`src/stm_pkg.sv`:
```
// Sizes, FSM state codes, focus word union and transducer position functions
package stm_pkg;

  localparam int NUM_TRANS         = 8;
  localparam int TRANS_IDX_W       = 3;
  localparam int FOCUS_DEPTH       = 16;
  localparam int FOCUS_ADDR_W      = 4;
  localparam int WB_ADDR_W         = 5;   // Entry in [4:1], half in [0]
  localparam int COORD_W           = 18;
  localparam int PHASE_W           = 9;
  localparam int DUTY_FULL         = 256;
  localparam int PHASE_SCALE_SHIFT = 6;
  localparam int SPEED_W           = 16;

  localparam int GRID_COLS   = 4;
  localparam int TRANS_PITCH = 100;
  localparam int DELTA_W     = COORD_W + 1;   // Focus minus position, no overflow
  localparam int DIST_SQ_W   = 38;
  localparam int SQRT_W      = 19;
  localparam int SQRT_REM_W  = 24;            // Signed partial remainder
  localparam int DIV_W       = 32;            // Dividend width and step count
  localparam int STEP_CNT_W  = 5;

  // Operator FSM encoding
  localparam int ST_W = 3;
  localparam logic [ST_W-1:0] ST_WAITING    = 3'd0;
  localparam logic [ST_W-1:0] ST_MEM_WAIT_0 = 3'd1;
  localparam logic [ST_W-1:0] ST_MEM_WAIT_1 = 3'd2;
  localparam logic [ST_W-1:0] ST_LOAD       = 3'd3;
  localparam logic [ST_W-1:0] ST_SQUARE     = 3'd4;
  localparam logic [ST_W-1:0] ST_SQRT       = 3'd5;
  localparam logic [ST_W-1:0] ST_DIVIDE     = 3'd6;
  localparam logic [ST_W-1:0] ST_EMIT       = 3'd7;

  typedef union packed {
    logic [1:0][31:0] words;        // Bus view, [0] is the low half
    struct packed {
      logic [5:0]                unused;
      logic [3:0]                duty_shift;
      logic signed [COORD_W-1:0] z;
      logic signed [COORD_W-1:0] y;
      logic signed [COORD_W-1:0] x;
    } fields;                       // Operator view
  } focus_word_t;

  function automatic logic signed [COORD_W-1:0] trans_pos_x(input logic [TRANS_IDX_W-1:0] idx);
    return COORD_W'((int'(idx) % GRID_COLS) * TRANS_PITCH);
  endfunction

  function automatic logic signed [COORD_W-1:0] trans_pos_y(input logic [TRANS_IDX_W-1:0] idx);
    return COORD_W'((int'(idx) / GRID_COLS) * TRANS_PITCH);
  endfunction

endpackage

```
`src/focus_mem.sv`:
```
// Focus point memory with one write port and a two-cycle registered read
`timescale 1ns/1ps

module focus_mem
  import stm_pkg::*;
(
  input  logic                    CLK,
  input  logic                    wr_en,
  input  logic [FOCUS_ADDR_W-1:0] wr_addr,
  input  focus_word_t             wr_data,
  input  logic [FOCUS_ADDR_W-1:0] rd_addr,
  output focus_word_t             rd_data
);

  focus_word_t mem [FOCUS_DEPTH];

  logic [FOCUS_ADDR_W-1:0] rd_addr_q;

  always_ff @(posedge CLK) begin
    if (wr_en) begin
      mem[wr_addr] <= wr_data;
    end
  end

  // Address stage then data stage; same-entry write reads old data
  always_ff @(posedge CLK) begin
    rd_addr_q <= rd_addr;
    rd_data   <= mem[rd_addr_q];
  end

endmodule

```
`config.mk`:
```
export PLATFORM = sky130hd
export DESIGN_NAME = focus_mem
export DESIGN_NICKNAME = d
export VERILOG_FILES = /design/src/stm_pkg.sv /design/src/focus_mem.sv
export SDC_FILE = /design/constraint.sdc
export NUM_CORES = 1
export LEC_CHECK = 0
export CAP_MARGIN = 20
export CORE_AREA = 2 2 300 302
export DETAILED_ROUTE_END_ITERATION = 12
export DIE_AREA = 0 0 302 304
export DONT_BUFFER_PORTS = 1
export PLACE_DENSITY = 0.59
export SYNTH_ARGS = -nofsm -noshare
export SYNTH_HDL_FRONTEND = slang
export SYNTH_SLANG_ARGS = --single-unit
```
`constraint.sdc`:
```
create_clock -name CLK -period 16.6 [get_ports CLK]
set_input_delay 1.66 -clock CLK [delete_from_list [all_inputs] [get_ports CLK]]
set_output_delay 1.66 -clock CLK [all_outputs]
set_load 0.05 [all_outputs]
```
==> out/results.tsv <==
metric	value	unit
finalHoldViolations	0	
worst-r2r-setup-slack	12.94	ns
dieArea	0.0918	mm^2
cts.sinks	1092	
switching_share	20.5	%
yosysMostFrequentCell	edfxtp_1	
worstSkewPairLatency	0.66	ns
min_period_over_period	22.0	%
num_antenna_cells	0	
nets	1788	
synth_area_per_cell	24.0	um^2
cap_violations	0	
path_cells	buf_4, buf_4, mux4_2, a22oi_1, nand2_1	
crit_type	reg2reg	
grt_pass1_vias	18500	
critPathMaxStageDelay	0.83	ns
num_io_pins	138	
slew-limit-headroom	22.5	%
vias	17200	
cp_num_cells	5	
cp.required	17.13	ns
setup_tns	0	ns
grt_max_degree	136	
overflow	0	
synth-simple-area-share	0.940	%
die_w	302	um
ys_seq_area_share	81.0	%
synth_cell_types	18	
drc_errors	0	
clk_path_buf_depth	3	
gp_congestion	0.709	
syn_inst	1651	
post_cts_resized	0	
grt-busiest-layer	met2	
fp.dieH	304	um
initial_core_util	44.5	%
synth_edf_count	1024	
areaGrowthSynthToFinish	13.5	%
rr_worst_depth	5	
fin_ws	12.94	ns
h-tree-depth	3	
finalSetupViolCount	0	
netlist.area_leader.share	77.5	%
cp_num_buf_inv	2	
cts_setup_buffers	0	
synth_commonest_cells	edfxtp_1, mux4_2, a22oi_1, dfxtp_1, nand2_1	
synth_xor_area_share	0	%
arrival	4.19	ns
numCtsBuffers	108	
peakVddDrop	0.0000885	V
grt_use_met1	26.5	%
switchingPower	0.00120	W
dp_hpwl	43600	um
synth_area	0.0397	mm^2
fmax	273	MHz
leakagePower	14.1	nW
core	0.0890	mm^2
viasPerCell	5.78	
met3_usage	4.43	%
hp-class	reg2reg	
layout_min_cycle_time	3.66	ns
synth_compound_area_share	2.42	%
dr.pass1.iters	5	
crit_path_start	rd_addr_q[0]	
antenna_found_initial	1	
worst_slew_pin_slew	1.16	ns
ant_nets	0	
p_per_area	130	mW/mm^2
grt_util_met2	29.1	%
power_frac_seq	54.2	%
outcome	finished, final reports clean	
cts-hold-fix-buffers	0	
critPathTopFamily	buffers and inverters	
grt_usage	18.6	%
fp-row-count	110	
synth_top_family_by_area	multiplexers	
synthArstFlopShare	0	%
root_buffer	clkbuf_16	
clockPowerShare	42.5	%
grt_pass1_wl	125000	um
path_common_cell	buf_4	
crit_end	rd_data[36]	
cts_tree	built	
worstReg2RegEnd	rd_data[36]	
cp_slowest_cell	buf_4	
synth.area.top_cells	edfxtp_1, mux4_2, dfxtp_1, a22oi_1, nand2_1	
detail_route.wl_per_cell	28.1	um
slew_viol_final	0	
critPathMaxFanout	46	
yosys.area_share.adder	0	%
syn_nets	1725	
synth_area_leader_cell	edfxtp_1	
drtIter0Drc	1590	
comb_power_share	3.3	%
cts.reportedPaths.clkPinSlew	0.06	ns
endpoint_kind	flop	
wirelength	83800	um
place.port_buffers	0	
r2r_start	rd_addr_q[0]	
rsz0062_at_grt	no	
ys_ff_latch	1092	
drive_gt1_share	26.6	%
ys_warn_count	0	
place_ws	12.43	ns
setup.worst_path.start_class	flop	
power.internal	0.00466	W
muxShareOfSynthArea	14.5	%
ys.flop_type	edfxtp_1	
skew	0.0156	ns
## placed cells by master, fill, tap and decap left out, types with 2 or more instances in the layout
master	count
a22oi_1	128
buf_12	4
buf_16	9
buf_4	24
bufinv_16	13
clkbuf_1	32
clkbuf_16	112
clkbuf_8	11
clkinv_1	7
clkinv_2	22
clkinvlp_4	3
dfxtp_1	66
dfxtp_4	2
edfxtp_1	1024
inv_6	2
mux4_2	256
nand2_1	65
nand2b_1	2
nand3b_1	2
nor2_4	13
nor2b_4	2
nor3_2	4
## worst min-delay path by stage
stage / from / slack (ns) / cells after the start / endpoint
after floorplan: mem[14][0] / 0.63 / 3 / rd_data[0]
after global placement: mem[12][51] / 0.66 / 3 / rd_data[51]
after detailed placement: mem[12][50] / 0.66 / 3 / rd_data[50]
after CTS: mem[15][42] / 0.67 / 3 / rd_data[42]
after global routing: mem[15][42] / 0.70 / 3 / rd_data[42]
final: mem[12][50] / 0.67 / 3 / rd_data[50]
## layout make-up
class | count | area (um^2)
Multi-Input combinational cell | 475 | 7230
Clock inverter | 50 | 612
Sequential cell | 1092 | 32100
Timing Repair Buffer | 37 | 508
Clock buffer | 155 | 3070
Tap cell | 1176 | 1470
Fill cell | 6776 | 44000
## through the flow
stage / instances / utilization, % / power [W] / hold slack [ns] / area, um^2
2_1_floorplan: 1651 / - / 0.00337 / 0.635 / 39700
3_3_place_gp: 2769 / 46.1 / 0.00343 / 0.658 / 41000
3_5_place_dp: 2780 / 46.4 / 0.00343 / 0.664 / 41300
4_1_cts: 2985 / 50.6 / 0.00593 / 0.675 / 45000
5_1_grt: 2985 / 50.6 / 0.00605 / 0.696 / 45000
6_report: 2985 / 50.6 / 0.00586 / 0.668 / 45000
## power groups by stage
stage,Combinational (W),Clock (W),Sequential (W)
floorplan,0.000146,0,0.00322
global placement,0.000193,0,0.00324
detailed placement,0.000196,0,0.00324
CTS,0.000197,0.00255,0.00318
global route,0.000207,0.00266,0.00318
finish,0.000192,0.00249,0.00318
## cell families (layout without fill, tap and decap cells)
kind of cell | count (synthesis) | in the layout
DFF | 1092 | 1092
muxes | 256 | 256
AOI/OAI and AO/OA | 128 | 128
and+or+nand+nor | 91 | 91
buffers and inverters | 84 | 242
## worst min-delay path, delay by kind of cell, from the launching register on
kind	cells	cell delay, ns
flip-flops	1	0.31
multiplexers	1	0.22
AO/OA/AOI/OAI	1	0.06
AND/OR/NAND/NOR	1	0.05
## metal layers
layer | vias to the layer above | wire, um
met5 | - | 0
met4 | 0 | 1460
met3 | 102 | 6180
met2 | 541 | 40000
met1 | 9391 | 36200
li1 | 7206 | -
## sequential cells by signal, summed over array words and instances, names as in the netlist
name	flops
rd_data	64
rd_addr_q	4
mem	1024
No activity file was read; power rests on OpenSTA's default activity.
