### src/stm_pkg.sv
// Sizes, FSM state codes, focus word union and transducer position functions
package stm_pkg;

  localparam int NUM_TRANS         = 8;
  localparam int TRANS_IDX_W       = 3;
  localparam int FOCUS_DEPTH       = 16;
  localparam int FOCUS_ADDR_W      = 4;
  localparam int WB_ADDR_W         = 5;   // Entry in [4:1], half in [0]
  localparam int COORD_W           = 18;
  localparam int PHASE_W           = 9;
  localparam int DUTY_FULL         = 256;
  localparam int PHASE_SCALE_SHIFT = 6;
  localparam int SPEED_W           = 16;

  localparam int GRID_COLS   = 4;
  localparam int TRANS_PITCH = 100;
  localparam int DELTA_W     = COORD_W + 1;   // Focus minus position, no overflow
  localparam int DIST_SQ_W   = 38;
  localparam int SQRT_W      = 19;
  localparam int SQRT_REM_W  = 24;            // Signed partial remainder
  localparam int DIV_W       = 32;            // Dividend width and step count
  localparam int STEP_CNT_W  = 5;

  // Operator FSM encoding
  localparam int ST_W = 3;
  localparam logic [ST_W-1:0] ST_WAITING    = 3'd0;
  localparam logic [ST_W-1:0] ST_MEM_WAIT_0 = 3'd1;
  localparam logic [ST_W-1:0] ST_MEM_WAIT_1 = 3'd2;
  localparam logic [ST_W-1:0] ST_LOAD       = 3'd3;
  localparam logic [ST_W-1:0] ST_SQUARE     = 3'd4;
  localparam logic [ST_W-1:0] ST_SQRT       = 3'd5;
  localparam logic [ST_W-1:0] ST_DIVIDE     = 3'd6;
  localparam logic [ST_W-1:0] ST_EMIT       = 3'd7;

  typedef union packed {
    logic [1:0][31:0] words;        // Bus view, [0] is the low half
    struct packed {
      logic [5:0]                unused;
      logic [3:0]                duty_shift;
      logic signed [COORD_W-1:0] z;
      logic signed [COORD_W-1:0] y;
      logic signed [COORD_W-1:0] x;
    } fields;                       // Operator view
  } focus_word_t;

  function automatic logic signed [COORD_W-1:0] trans_pos_x(input logic [TRANS_IDX_W-1:0] idx);
    return COORD_W'((int'(idx) % GRID_COLS) * TRANS_PITCH);
  endfunction

  function automatic logic signed [COORD_W-1:0] trans_pos_y(input logic [TRANS_IDX_W-1:0] idx);
    return COORD_W'((int'(idx) / GRID_COLS) * TRANS_PITCH);
  endfunction

endpackage

### src/focus_wb_port.sv
// Wishbone classic slave that builds focus words from two 32-bit writes
`timescale 1ns/1ps

module focus_wb_port
  import stm_pkg::*;
(
  input  logic                    CLK,
  input  logic                    rst,
  input  logic                    cyc,
  input  logic                    stb,
  input  logic                    we,
  input  logic [WB_ADDR_W-1:0]    adr,
  input  logic [31:0]             dat_w,
  input  logic [3:0]              sel,
  output logic                    ack,
  output logic [31:0]             dat_r,
  output logic                    wr_en,
  output logic [FOCUS_ADDR_W-1:0] wr_addr,
  output focus_word_t             wr_data
);

  focus_word_t hold;
  logic [31:0] merged;
  logic        req;

  assign req = cyc && stb && !ack;  // New access, not yet acked

  // Byte lanes merged over the addressed half
  always_comb begin
    merged = hold.words[adr[0]];
    for (int b = 0; b < 4; b++) begin
      if (sel[b]) begin
        merged[8*b +: 8] = dat_w[8*b +: 8];
      end
    end
  end

  always_ff @(posedge CLK) begin
    if (rst) begin
      ack   <= 1'b0;
      wr_en <= 1'b0;
    end else begin
      ack   <= req;
      wr_en <= req && we && adr[0];  // High half commits the entry
    end
  end

  always_ff @(posedge CLK) begin
    if (req && we) begin
      hold.words[adr[0]] <= merged;
    end
    if (req && we && adr[0]) begin
      wr_addr <= adr[WB_ADDR_W-1:1];
    end
  end

  assign wr_data = hold;  // Stable through the ack cycle
  assign dat_r   = '0;    // No read-back

  ack_needs_cyc: assert property (
    @(posedge CLK) disable iff (rst) ack |-> cyc
  );

endmodule

### config.mk
export PLATFORM = sky130hd
export DESIGN_NAME = focus_wb_port
export DESIGN_NICKNAME = d
export VERILOG_FILES = /design/src/stm_pkg.sv /design/src/focus_wb_port.sv
export SDC_FILE = /design/constraint.sdc
export NUM_CORES = 1
export LEC_CHECK = 0
export ABC_AREA = 1
export BUFFER_PORTS_ARGS = -buffer_cell sky130_fd_sc_hd__clkbuf_2
export CORE_MARGIN = 3
export CORE_UTILIZATION = 51
export CTS_BUF_LIST = sky130_fd_sc_hd__clkbuf_4 sky130_fd_sc_hd__clkbuf_8
export DETAILED_ROUTE_END_ITERATION = 8
export PLACE_DENSITY = 0.86
export REMOVE_ABC_BUFFERS = 1
export SLEW_MARGIN = 20
export SYNTH_ARGS = -nofsm -noshare
export SYNTH_HDL_FRONTEND = slang
export SYNTH_SLANG_ARGS = --single-unit
### constraint.sdc
create_clock -name CLK -period 7.8 [get_ports CLK]
set_clock_uncertainty 0.2 [all_clocks]
set_input_delay 1.17 -clock CLK [delete_from_list [all_inputs] [get_ports CLK]]
set_output_delay 1.17 -clock CLK [all_outputs]
set_load 0.1 [all_outputs]
==> summary.md <==
| Metric | Value |
|---|---|
| P_sw | 277 uW |
| Hold Path Origin | ack |
| Req. time, crit path | 7.60 ns |
| Worst slew margin | 39.6% |
| Combinational power share | 18.6% |
| Post-synthesis cell count | 255 |
| Site Rows | 27 |
| Final worst slack | 4.66 ns |
| Drt wl/cell | 14.3 um |
| DRT iter0 DRCs | 126 |
| Seq cells post-synth | 70 |
| Switching portion of total power | 30.8% |
| FF-to-FF path depth | 4 |
| TritonCTS clock tree | done |
| IO Count | 148 |
| Initial Util | 53.8% |
| Residual DRC | 0 |
| Synth area leader | edfxtp_1 |
| RR Endpoint | wr_data[42] |
| Congestion Overflow GR | 0 |
| Routability cong. | 0.757 |
| Worst flop-to-flop path startpoint | ack |
| Latest clock arrival within the worst-skew pair | 0.33 ns |
| # hold bufs at CTS | 0 |
| Unrepaired setup endpoints after global routing | false |
| Final hold violation count | 0 |
| CTS H-tree depth | 3 |
| Fraction of layout instances using a drive strength above 1 | 35.5% |
| Final WL | 6380 um |
| Crit-path max FO | 35 |
| Period utilization | 40.3% |
| Sequential cell area fraction in the yosys report | 68.6% |
| Largest net degree at the start of global routing | 36 |
| Die height | 83.1 um |
| Die W | 83.1 um |
| Crit path capture type | flop |
| Final nets | 416 |
| Setup TNS | 0 ns |
| Mapped Avg Cell Area | 11.9 um2 |
| Slew Viols, Final | 0 |
| Mapped cell area | 3030 um2 |
| Global-route wire length before repair | 10200 um |
| First-pass DRT Iterations | 4 |
| Worst Hold Class | flop to flop |
| Final setup violation count | 0 |
| Worst path slowest cell | clkbuf_2 |
| Slew @ Worst Pin | 0.904 ns |
| Pre-CTS setup slack | 4.33 ns |
| FF-to-FF setup slack | 5.79 ns |
| Root cell of the clock tree | clkbuf_8 |
| Longest Clk Path Bufs | 2 |
| Max rail drop VDD | 0.142 mV |
| Yosys warning total | 0 |
| DR vias | 2180 |
| Worst Path Arrival | 2.95 ns |
| LEAKAGE | 1.60 nW |
| Critical Path Max Stage Delay | 0.63 ns |
| Initial antenna violation count | 0 |
| Routed vias/inst | 4.88 |
| Vias in the first global route | 2182 |
| Status | finished, final reports clean |
| GRT Total Usage | 18.5% |
| Postcts setup bufs | 0 |
| Post-route ant nets | 0 |
| Max Clock Freq | 318 MHz |
| Tmin final | 3.14 ns |
| Count of buffers from port buffering | 115 |
| Top cells by area, synth | edfxtp_1 (67%), a21oi_1 (11%), buf_4 (8.4%), nor2_1 (4.3%), nand2_1 (4.2%) |
| Unique masters post-synth | 14 |
| Hold Path End | ack |
| PostCTS Resize Cnt | 0 |
| Hold Crit Depth | 1 |
| Max-cap violations | 0 |
| Total power | 899 uW |
| PwrDens | 242 nW/um2 |
| Post-layout util | 65.8% |
| Antenna cells | 0 |
| Core Region | 5640 um2 |
| Total CTS buffers | 9 |
| CP Launch Type | input port |
| Die ar. | 6910 um2 |
| Clk network pwr share | 34.0% |
| Clock transition at the registers of the reported paths | 0.07 ns |
| Setup CP Type | input port to flop |
| Final HPWL DP | 4530 um |
| Num Clock Sinks | 70 |
| Area Overhead vs Synth | 22.4% |
| Fill cell count | 438 |
| Synth top area share | 67.3% |
| Int Power | 622 uW |
| Reg power frac | 47.5% |
| CP Cell Sequence | clkbuf_2 > nand3_1 > inv_1 > buf_4 |
==> synth_stat cells <==
library cell  number
buf_2              2
buf_6              5
buf_4             34
inv_1              5
nand2_1           34
nand3_1            1
nor2_1            35
dfxtp_1            2
conb_1             1
clkinv_4           1
clkbuf_2           2
edfxtp_1          68
nor3_1             1
a21oi_1           64
==> sequential cells by signal (all words and copies together), names as in the netlist <==
register,flops
wr_data,64
wr_addr,4
ack,1
wr_en,1
==> power by group through the flow <==
stage / clock (mW) / sequential, mW / combinational (mW)
finish: 0.305 / 0.427 / 0.167
global route: 0.326 / 0.428 / 0.175
CTS: 0.311 / 0.427 / 0.167
detailed placement: 0 / 0.435 / 0.167
global placement: 0 / 0.435 / 0.165
floorplan: 0 / 0.481 / 0.0906
==> cells by family (layout without fill, tap and decap cells) <==
logic type | after synthesis | in the layout | synth area share [%]
and+or+nand+nor | 71 | 71 | 8.87
AOI/OAI and AO/OA | 64 | 64 | 10.6
other | 1 | 32 | 0.124
buffers and inverters | 49 | 138 | 11.8
DFF | 70 | 70 | 68.6
==> critical path: cells and delay by family <==
kind                   cells  cell delay, ns
buffers and inverters      3            1.51
and+or+nand+nor            1            0.24
==> final cells by class <==
class	instances	area, um2	area share [%]
tap	72	90.1	2.43
sequential	70	2080	56.1
clock buffer	9	124	3.34
multi-input combinational	167	717	19.3
inverter	6	27.5	0.741
clock inverter	7	88.8	2.39
timing repair buffer	116	583	15.7
==> metrics by stage <==
| step | hold WS [ns] | instances | cell area, um2 |
|---|---|---|---|
| finish | 0.264 | 447 | 3710 |
| global route | 0.278 | 447 | 3710 |
| CTS | 0.257 | 447 | 3710 |
| detailed placement | 0.246 | 431 | 3500 |
| global placement | 0.245 | 431 | 3500 |
| floorplan | 0.748 | 243 | 2820 |
==> how the worst max path moves through the flow <==
stage | from | endpoint | cells past startpoint
final | adr[0] | wr_data[42] | 4
after global routing | adr[0] | wr_data[42] | 4
after CTS | adr[0] | wr_data[36] | 4
after detailed placement | adr[0] | wr_addr[0] | 4
after global placement | adr[0] | wr_data[42] | 4
after floorplan | cyc | wr_data[0] | 4
==> metal layers <==
metal / track usage, % / routed length [um]
met3: 4.76 / 483
met4: 8.77 / 103
met2: 32.2 / 3260
met1: 21.3 / 2530
met5: 0 / 0
==> cells in the final DEF (no fill, tap or decap), types with 2 or more instances in the layout <==
cell type	count
a21oi_1	64
bufinv_16	2
clkbuf_2	115
clkbuf_8	9
clkinv_2	2
clkinvlp_4	2
conb_1	32
dfxtp_1	2
edfxtp_1	68
inv_1	5
nand2_1	34
nor2_1	34
(Power assumes the default switching activity.)
